### src/hdl/hexio_pkg.sv
// ascii only; chars are 8 bits and hex digits may be upper or lower case on input
package hexio_pkg;

  typedef logic [7:0] char_t;

  // ************************************************************************
  // framing characters of the text file
  // ************************************************************************
  localparam char_t ch_soh     = 8'h01; // start of header
  localparam char_t ch_sot     = 8'h02; // start of text
  localparam char_t ch_eot     = 8'h03; // end of title
  localparam char_t ch_eof     = 8'h04; // end of file
  localparam char_t ch_lf      = 8'h0a;
  localparam char_t ch_cr      = 8'h0d;
  localparam char_t ch_file_id = 8'h30; // single memory, so name is always '0'

  // ************************************************************************
  // state encodings
  // ************************************************************************
  typedef enum logic [1:0] {wait_sot, collect, write_req, write_wait} loader_state_e;

  typedef enum logic [2:0] {idle, header, line, read_req, read_wait, trailer} dumper_state_e;

  // release_bus is the ack-low turnaround before the next grant
  typedef enum logic [1:0] {free, grant_load, grant_dump, release_bus} arb_state_e;

  // {valid, value}; valid low for anything outside 0-9, a-f, A-F
  function automatic logic [4:0] hex_to_nibble(input char_t c);
    if (c >= 8'h30 && c <= 8'h39) begin
      return {1'b1, c[3:0]};
    end else if ((c >= 8'h41 && c <= 8'h46) || (c >= 8'h61 && c <= 8'h66)) begin
      return {1'b1, c[3:0] + 4'h9}; // 'a'/'A' low nibble is 1 -> 10
    end
    return 5'b0_0000;
  endfunction

  // always upper case out
  function automatic char_t nibble_to_hex(input logic [3:0] v);
    return (v < 4'ha) ? 8'h30 + char_t'(v) : 8'h37 + char_t'(v);
  endfunction

endpackage

### src/hdl/word_ram.sv
// one port, read data registered every cycle; a write returns the old word at that address
module word_ram #(
  parameter int  WORD_NIBBLES = 4,
  parameter int  DEPTH        = 16,
  localparam int WW           = 4 * WORD_NIBBLES,
  localparam int AW           = (DEPTH > 1) ? $clog2(DEPTH) : 1
) (
  input  logic          clk_sys,
  input  logic          we_i,
  input  logic [AW-1:0] addr_i,
  input  logic [WW-1:0] wdata_i,
  output logic [WW-1:0] rdata_o
);

  logic [WW-1:0] mem [DEPTH]; // word array, contents undefined until loaded

  always_ff @(posedge clk_sys) begin
    if (we_i) begin
      mem[addr_i] <= wdata_i;
    end
    // read first, so same-address write shows next access
    rdata_o <= mem[addr_i];
  end

endmodule

### src/hdl/mem_arbiter.sv
// four-phase req/ack, loader has priority; a client must hold addr/data stable while req is high
module mem_arbiter #(
  parameter int  WORD_NIBBLES = 4,
  parameter int  DEPTH        = 16,
  localparam int WW           = 4 * WORD_NIBBLES,
  localparam int AW           = (DEPTH > 1) ? $clog2(DEPTH) : 1
) (
  input  logic          clk_sys,
  input  logic          rst_clk,
  input  logic          load_req_i,
  input  logic [AW-1:0] load_addr_i,
  input  logic [WW-1:0] load_wdata_i,
  output logic          load_ack_o,
  input  logic          dump_req_i,
  input  logic [AW-1:0] dump_addr_i,
  output logic          dump_ack_o,
  output logic [WW-1:0] dump_rdata_o,
  output logic          ram_we_o,
  output logic [AW-1:0] ram_addr_o,
  output logic [WW-1:0] ram_wdata_o,
  input  logic [WW-1:0] ram_rdata_i
);
  import hexio_pkg::*;

  arb_state_e state_q;
  logic       load_ack_q;
  logic       dump_ack_q;
  logic       pick_load; // loader takes a free bus this cycle

  assign pick_load = (state_q == free) && load_req_i;

  // ram access goes out in the grant cycle, ack follows a cycle later
  assign ram_we_o     = pick_load;                   // only writes come from the loader
  assign ram_addr_o   = (pick_load || state_q == grant_load) ? load_addr_i : dump_addr_i;
  assign ram_wdata_o  = load_wdata_i;
  assign dump_rdata_o = ram_rdata_i; // stays valid while dump addr is held
  assign load_ack_o   = load_ack_q;
  assign dump_ack_o   = dump_ack_q;

  always_ff @(posedge clk_sys) begin
    if (rst_clk) begin
      state_q    <= free;
      load_ack_q <= 1'b0;
      dump_ack_q <= 1'b0;
    end else begin
      case (state_q)
        free: begin
          if (load_req_i) begin
            state_q    <= grant_load;
            load_ack_q <= 1'b1;
          end else if (dump_req_i) begin
            state_q    <= grant_dump;
            dump_ack_q <= 1'b1;
          end
        end
        grant_load: if (!load_req_i) begin // req dropped, ack drops next cycle
          state_q    <= release_bus;
          load_ack_q <= 1'b0;
        end
        grant_dump: if (!dump_req_i) begin
          state_q    <= release_bus;
          dump_ack_q <= 1'b0;
        end
        release_bus: state_q <= free; // acks are low now
        default:     state_q <= free;
      endcase
    end
  end

endmodule

### src/hdl/hex_loader.sv
// ignores all before SOT, then fills addresses 0..DEPTH-1 in order; non-hex chars are skipped
module hex_loader #(
  parameter int  WORD_NIBBLES = 4,
  parameter int  DEPTH        = 16,
  localparam int WW           = 4 * WORD_NIBBLES,
  localparam int AW           = (DEPTH > 1) ? $clog2(DEPTH) : 1,
  localparam int NW           = (WORD_NIBBLES > 1) ? $clog2(WORD_NIBBLES) : 1
) (
  input  logic             clk_sys,
  input  logic             rst_clk,
  input  hexio_pkg::char_t rx_char_i,
  input  logic             rx_rdy_i,
  output logic             rx_pop_o,
  output logic             req_o,
  output logic [AW-1:0]    addr_o,
  output logic [WW-1:0]    wdata_o,
  input  logic             ack_i,
  output logic             load_done_o
);
  import hexio_pkg::*;

  loader_state_e state_q;
  logic [AW-1:0] addr_q;
  logic [WW-1:0] word_q;    // nibbles shift in from the right
  logic [NW-1:0] nib_cnt_q; // nibbles collected in current word
  logic [4:0]    digit;     // {valid, value}
  logic          take;      // char consumed this cycle
  logic          done_q;

  assign digit = hex_to_nibble(rx_char_i);
  // pops in wait_sot and collect only, write handshake stalls the stream
  assign take  = rx_rdy_i && (state_q == wait_sot || state_q == collect);

  assign rx_pop_o    = take;
  assign req_o       = (state_q == write_req);
  assign addr_o      = addr_q;
  assign wdata_o     = word_q;
  assign load_done_o = done_q;

  // ************************************************************************
  // control
  // ************************************************************************
  always_ff @(posedge clk_sys) begin
    if (rst_clk) begin
      state_q   <= wait_sot;
      addr_q    <= '0;
      nib_cnt_q <= '0;
      done_q    <= 1'b0;
    end else begin
      done_q <= 1'b0; // single-cycle pulse
      case (state_q)
        wait_sot: if (take && rx_char_i == ch_sot) begin
          state_q   <= collect;
          addr_q    <= '0;
          nib_cnt_q <= '0;
        end
        collect: if (take && digit[4]) begin
          if (nib_cnt_q == NW'(WORD_NIBBLES - 1)) begin
            nib_cnt_q <= '0;
            state_q   <= write_req; // word complete
          end else begin
            nib_cnt_q <= nib_cnt_q + 1'b1;
          end
        end
        write_req: if (ack_i) state_q <= write_wait; // req drops next cycle
        write_wait: if (!ack_i) begin
          if (addr_q == AW'(DEPTH - 1)) begin
            done_q  <= 1'b1;
            state_q <= wait_sot; // image full
          end else begin
            addr_q  <= addr_q + 1'b1;
            state_q <= collect;
          end
        end
        default: state_q <= wait_sot;
      endcase
    end
  end

  // word assembly, msb nibble arrives first
  always_ff @(posedge clk_sys) begin
    if (state_q == collect && take && digit[4]) begin
      word_q <= (word_q << 4) | WW'(digit[3:0]);
    end
  end

endmodule

### src/hdl/hex_dumper.sv
// start is ignored while busy; every char waits for tx_full_i low, file name is fixed '0'
module hex_dumper #(
  parameter int  WORD_NIBBLES = 4,
  parameter int  DEPTH        = 16,
  localparam int WW           = 4 * WORD_NIBBLES,
  localparam int AW           = (DEPTH > 1) ? $clog2(DEPTH) : 1,
  localparam int CW           = $clog2(WORD_NIBBLES + 2)
) (
  input  logic             clk_sys,
  input  logic             rst_clk,
  input  logic             dump_start_i,
  output logic             dump_busy_o,
  output logic             dump_done_o,
  output logic             req_o,
  output logic [AW-1:0]    addr_o,
  input  logic             ack_i,
  input  logic [WW-1:0]    rdata_i,
  output hexio_pkg::char_t tx_char_o,
  output logic             tx_we_o,
  input  logic             tx_full_i
);
  import hexio_pkg::*;

  dumper_state_e state_q;
  logic [AW-1:0] addr_q;
  logic [CW-1:0] cnt_q;   // char index within header or line
  logic [WW-1:0] word_q;  // latched word, shifted left per digit sent
  logic          emit;    // a char goes to the tx fifo this cycle
  logic          done_q;

  assign emit = !tx_full_i && (state_q == header || state_q == line || state_q == trailer);

  assign tx_we_o     = emit;
  assign req_o       = (state_q == read_req);
  assign addr_o      = addr_q;
  assign dump_done_o = done_q;
  assign dump_busy_o = (state_q != idle) || done_q; // covers the done cycle too

  // ************************************************************************
  // character select
  // ************************************************************************
  always_comb begin
    tx_char_o = ch_eof; // trailer
    case (state_q)
      header: begin
        case (cnt_q[1:0])
          2'd0:    tx_char_o = ch_soh;
          2'd1:    tx_char_o = ch_file_id;
          2'd2:    tx_char_o = ch_eot;
          default: tx_char_o = ch_sot;
        endcase
      end
      line: begin
        if (cnt_q < CW'(WORD_NIBBLES)) begin
          tx_char_o = nibble_to_hex(word_q[WW-1 -: 4]); // top nibble first
        end else if (cnt_q == CW'(WORD_NIBBLES)) begin
          tx_char_o = ch_cr;
        end else begin
          tx_char_o = ch_lf;
        end
      end
      default: tx_char_o = ch_eof;
    endcase
  end

  always_ff @(posedge clk_sys) begin
    if (rst_clk) begin
      state_q <= idle;
      addr_q  <= '0;
      cnt_q   <= '0;
      done_q  <= 1'b0;
    end else begin
      done_q <= 1'b0;
      case (state_q)
        idle: if (dump_start_i && !done_q) begin
          state_q <= header;
          addr_q  <= '0;
          cnt_q   <= '0;
        end
        header: if (emit) begin
          if (cnt_q == CW'(3)) begin
            cnt_q   <= '0;
            state_q <= read_req;
          end else begin
            cnt_q <= cnt_q + 1'b1;
          end
        end
        read_req:  if (ack_i) state_q <= read_wait; // word latched below
        read_wait: if (!ack_i) state_q <= line;     // handshake closed
        line: if (emit) begin
          if (cnt_q == CW'(WORD_NIBBLES + 1)) begin // LF just went out
            cnt_q <= '0;
            if (addr_q == AW'(DEPTH - 1)) begin
              state_q <= trailer;
            end else begin
              addr_q  <= addr_q + 1'b1;
              state_q <= read_req;
            end
          end else begin
            cnt_q <= cnt_q + 1'b1;
          end
        end
        trailer: if (emit) begin
          state_q <= idle;
          done_q  <= 1'b1; // pulse after EOF write
        end
        default: state_q <= idle;
      endcase
    end
  end

  // payload only
  always_ff @(posedge clk_sys) begin
    if (state_q == read_req && ack_i) begin
      word_q <= rdata_i;
    end else if (state_q == line && emit && cnt_q < CW'(WORD_NIBBLES)) begin
      word_q <= word_q << 4;
    end
  end

endmodule

### src/hdl/hexio_top.sv
// one shared ram; a load and a dump may overlap, the arbiter serializes their accesses
module hexio_top #(
  parameter int WORD_NIBBLES = 4, // hex digits per word
  parameter int DEPTH        = 16 // words
) (
  input  logic             clk_sys,
  input  logic             rst_clk,
  input  hexio_pkg::char_t rx_char_i,
  input  logic             rx_rdy_i,
  output logic             rx_pop_o,
  output hexio_pkg::char_t tx_char_o,
  output logic             tx_we_o,
  input  logic             tx_full_i,
  input  logic             dump_start_i,
  output logic             dump_busy_o,
  output logic             load_done_o,
  output logic             dump_done_o
);

  localparam int WW = 4 * WORD_NIBBLES;
  localparam int AW = (DEPTH > 1) ? $clog2(DEPTH) : 1;

  // ************************************************************************
  // client and ram buses
  // ************************************************************************
  logic          load_req,  load_ack;
  logic [AW-1:0] load_addr;
  logic [WW-1:0] load_wdata;
  logic          dump_req,  dump_ack;
  logic [AW-1:0] dump_addr;
  logic [WW-1:0] dump_rdata;
  logic          ram_we;
  logic [AW-1:0] ram_addr;
  logic [WW-1:0] ram_wdata, ram_rdata;

  hex_loader #(.WORD_NIBBLES(WORD_NIBBLES), .DEPTH(DEPTH)) u_hex_loader (
    .clk_sys, .rst_clk, .rx_char_i, .rx_rdy_i, .rx_pop_o,
    .req_o(load_req), .addr_o(load_addr), .wdata_o(load_wdata), .ack_i(load_ack),
    .load_done_o
  );

  hex_dumper #(.WORD_NIBBLES(WORD_NIBBLES), .DEPTH(DEPTH)) u_hex_dumper (
    .clk_sys, .rst_clk, .dump_start_i, .dump_busy_o, .dump_done_o,
    .req_o(dump_req), .addr_o(dump_addr), .ack_i(dump_ack), .rdata_i(dump_rdata),
    .tx_char_o, .tx_we_o, .tx_full_i
  );

  mem_arbiter #(.WORD_NIBBLES(WORD_NIBBLES), .DEPTH(DEPTH)) u_mem_arbiter (
    .clk_sys, .rst_clk,
    .load_req_i(load_req), .load_addr_i(load_addr), .load_wdata_i(load_wdata),
    .load_ack_o(load_ack),
    .dump_req_i(dump_req), .dump_addr_i(dump_addr), .dump_ack_o(dump_ack),
    .dump_rdata_o(dump_rdata),
    .ram_we_o(ram_we), .ram_addr_o(ram_addr), .ram_wdata_o(ram_wdata),
    .ram_rdata_i(ram_rdata)
  );

  word_ram #(.WORD_NIBBLES(WORD_NIBBLES), .DEPTH(DEPTH)) u_word_ram (
    .clk_sys, .we_i(ram_we), .addr_i(ram_addr), .wdata_i(ram_wdata), .rdata_o(ram_rdata)
  );

endmodule

### config.mk
export PLATFORM = sky130hd
export DESIGN_NAME = hexio_top
export DESIGN_NICKNAME = d
export VERILOG_FILES = /design/src/hdl/hexio_pkg.sv /design/src/hdl/word_ram.sv /design/src/hdl/mem_arbiter.sv /design/src/hdl/hex_loader.sv /design/src/hdl/hex_dumper.sv /design/src/hdl/hexio_top.sv
export SDC_FILE = /design/constraint.sdc
export NUM_CORES = 1
export LEC_CHECK = 0
export BUFFER_PORTS_ARGS = -buffer_cell sky130_fd_sc_hd__buf_2
export CAP_MARGIN = 0
export CORE_UTILIZATION = 45
export CTS_CLUSTER_DIAMETER = 80
export DETAILED_ROUTE_END_ITERATION = 12
export MAX_ROUTING_LAYER = met4
export SETUP_SLACK_MARGIN = 0.3
export SLEW_MARGIN = 20
export SYNTH_ARGS = -nofsm -noshare
export SYNTH_HDL_FRONTEND = slang
export SYNTH_SLANG_ARGS = --single-unit
### constraint.sdc
create_clock -name clk_sys -period 3.76 [get_ports clk_sys]
set_input_delay 0.376 -clock clk_sys [delete_from_list [all_inputs] [get_ports clk_sys]]
set_output_delay 0.376 -clock clk_sys [all_outputs]
set_load 0.01 [all_outputs]
==> results.json <==
{
  "grt_start_max_net_pins": 60,
  "r2r_slack_ns": 0.73,
  "hold_path_depth": 2,
  "wl_per_cell_um": 22.0,
  "portBuffers": 24,
  "start_util": 0.456,
  "clk_pin_slew_ns": 0.06,
  "finalCritPeriodShare": 0.806,
  "hold_path_class": "primary input to flop",
  "critPathLaunchType": "flop",
  "row_count": 67,
  "critPathKind": "flop to flop",
  "setup_viol": 0,
  "finalHoldViolCount": 0,
  "cap_viol_max_count": 0,
  "reg2reg_from": "u_hex_loader.state_q[0]",
  "yosysSeqAreaShare": 0.618,
  "antenna_left": 0,
  "routed_wirelength_um": 35400,
  "syn_avg_cell_area_um2": 13.9,
  "clock_latency_ns": 0.55,
  "die_w_um": 186,
  "ctsHoldBuffers": 0,
  "antennaDiodeCount": 0,
  "leakagePower_uw": 0.00576,
  "synthCells": 1102,
  "cts_resized": 0,
  "worstMarginPinSlew_ns": 0.952,
  "synth_area_mm2": 0.0153,
  "cts_htree_levels": 2,
  "final_util": 0.516,
  "cp_data_arrival_time_ns": 3.45,
  "drc": 0,
  "clock_skew_ns": 0.0158,
  "synth_seq_cells": 328,
  "async_flop_share": 0,
  "relSlewSlack": 0.365,
  "crit_path_end_kind": "flop",
  "drt_pass1_iterations": 4,
  "clockRootBuffer": "clkbuf_16",
  "final.min_clock_period_ns": 3.03,
  "fmax_ghz": 0.330,
  "crit_fanout": 36,
  "ys_warn_count": 0,
  "synth_ff_type": "edfxtp_1",
  "num_io_pins": 26,
  "post-cts-setup-buffers": 0,
  "place.gp.congestion": 0.780,
  "vdd.ir_drop.worst_v": 0.000401,
  "grt_pass1_vias": 8994,
  "startpoint": "u_hex_loader.state_q[0]",
  "powerDensity_mw_per_mm2": 534,
  "crit_chain": "inv_1 -> ha_1 -> a21oi_2 -> mux2i_4 -> buf_4 -> mux2_1 -> a211oi_1 -> a211oi_1",
  "die_y_um": 186,
  "setup_tns_ns": 0,
  "outcome": "completed",
  "vias": 9285,
  "die_area_mm2": 0.0347,
  "cts-buffers-inserted": 38,
  "first_iter_violations": 487,
  "drive_gt1_frac": 0.170,
  "grt.total_usage": 0.210,
  "syn2layout_area_growth_pct": 13.1,
  "slowest_delay_ns": 0.53,
  "dpl.hpwl_um": 21600,
  "cts_max_path_buffers": 3,
  "gr-total-overflow": 0,
  "crit_top_cell": "a211oi_1",
  "synth_nets": 1138,
  "grt_setup_unrepaired": "no",
  "slowest_stage": "buf_4",
  "final_max_slew_viol_count": 0,
  "via_per_inst": 5.77,
  "cts.sinks": 328,
  "fin_nets": 1170,
  "core_area_mm2": 0.0335,
  "cts_tree": "yes",
  "r2r_cells": 8,
  "cp_data_required_time_ns": 4.18,
  "yosysUniqueCellTypes": 52,
  "antenna_found_initial": 0,
  "synth_edf_count": 288,
  "min_from": "tx_full_i",
  "grt_pass1_wl_um": 53900
}
==> cell usage in the layout, fill, tap and decap left out, drive strengths merged, types with 14 or more instances in the layout <==
master / instances
edfxtp: 288
mux2i: 202
a211oi: 100
mux2: 65
buf: 65
nand2: 58
clkbuf: 49
dfxtp: 40
nor2: 39
nor2b: 38
and3: 24
ha: 23
inv: 21
a21oi: 20
o21ai: 16
o32ai: 16
clkinv: 14
==> worst paths after layout <==
path,to
setup / recovery,u_word_ram.rdata_o[8]
hold / removal,u_hex_dumper.dump_done_o
setup reg to reg,u_word_ram.rdata_o[8]
hold reg to reg,u_hex_loader.nib_cnt_q[1]
==> area by class of cell <==
cell class,count,area [µm²]
clock buffer,49,1030
clock inverter,19,194
tap,448,561
multi-input combinational,682,5530
fill,2818,16200
timing repair buffer,65,465
sequential,328,9460
inverter,19,71.3
==> sequential cells by signal, indices dropped and copies added (netlist names), 2 cells and up <==
| name | cells |
|---|---|
| u_hex_loader.wdata_o | 16 |
| u_mem_arbiter.state_q | 2 |
| u_hex_loader.addr_o | 4 |
| u_hex_dumper.addr_o | 4 |
| u_hex_loader.nib_cnt_q | 2 |
| u_hex_loader.state_q | 2 |
| u_hex_dumper.cnt_q | 3 |
| u_word_ram.mem | 256 |
| u_hex_dumper.state_q | 3 |
| u_word_ram.rdata_o | 16 |
| u_hex_dumper.word_q | 16 |
==> cell families (layout without fill, tap and decap cells) <==
family / Yosys count / in the layout / share of synthesized area
buffers and inverters: 92 / 152 / 0.0256
xor gates and xnor gates: 7 / 7 / 0.00401
other: 1 / 1 / 0.000245
muxes: 267 / 267 / 0.180
and+or+nand+nor: 207 / 207 / 0.0706
AOI/OAI and AO/OA: 177 / 177 / 0.0832
DFF: 328 / 328 / 0.618
adders and majority gates: 23 / 23 / 0.0188
==> critical path: cells and delay by family (launching register included) <==
kind,cells,cell delay (ns)
buf+inv,2,0.62
mux,2,0.69
flops,1,0.37
compound gates,3,0.87
fa+ha+maj,1,0.32
==> where the power goes <==
part	internal [µW]	switching, µW	leakage (µW)
logic	669	775	0.00224
registers	4010	173	0.00292
clock network	2150	1460	0.000603
==> routing by layer <==
metal	part of all wire	global-route usage	wire (µm)	up-vias
met2	0.48	0.338	17100	194
li1	-	-	-	4335
met4	0.023	0.0699	808	0
met3	0.036	0.0278	1270	58
met1	0.46	0.275	16200	4698
met5	0	-	0	-
==> stage by stage <==
stage	area, µm²	power, µW	hold WS, ns	worst slack, ns	std cells
after floorplan	15300	5330	0.448	0.943	1102
after global placement	16100	5690	0.480	0.833	1542
after detailed placement	16100	5700	0.487	0.739	1542
after CTS	17300	9330	0.0542	0.730	1610
after global routing	17300	9610	0.0783	0.569	1610
final	17300	9240	0.0837	0.730	1610
==> synthesized netlist by cell type (4+ instances only) <==
master / n / area (µm²)
nor4b_1: 4 / 35.0
mux2_2: 50 / 563
a211oi_1: 100 / 751
mux2i_1: 202 / 2020
inv_1: 19 / 71.3
ha_1: 23 / 288
clkbuf_1: 41 / 154
and2_1: 4 / 25.0
mux2_1: 15 / 169
buf_1: 5 / 18.8
nor3b_1: 4 / 30.0
nor2_1: 39 / 146
dfxtp_1: 40 / 801
and3_1: 24 / 150
nand2b_1: 6 / 37.5
o32ai_1: 16 / 140
nand3_1: 7 / 35.0
o21ai_0: 16 / 80.1
nand2_1: 58 / 218
buf_2: 22 / 110
edfxtp_1: 288 / 8650
nor2b_1: 38 / 238
or3_1: 6 / 37.5
xnor2_1: 7 / 61.3
a31oi_1: 7 / 43.8
buf_4: 5 / 37.5
a21oi_1: 19 / 95.1
Power figures use the tool's default switching activity.
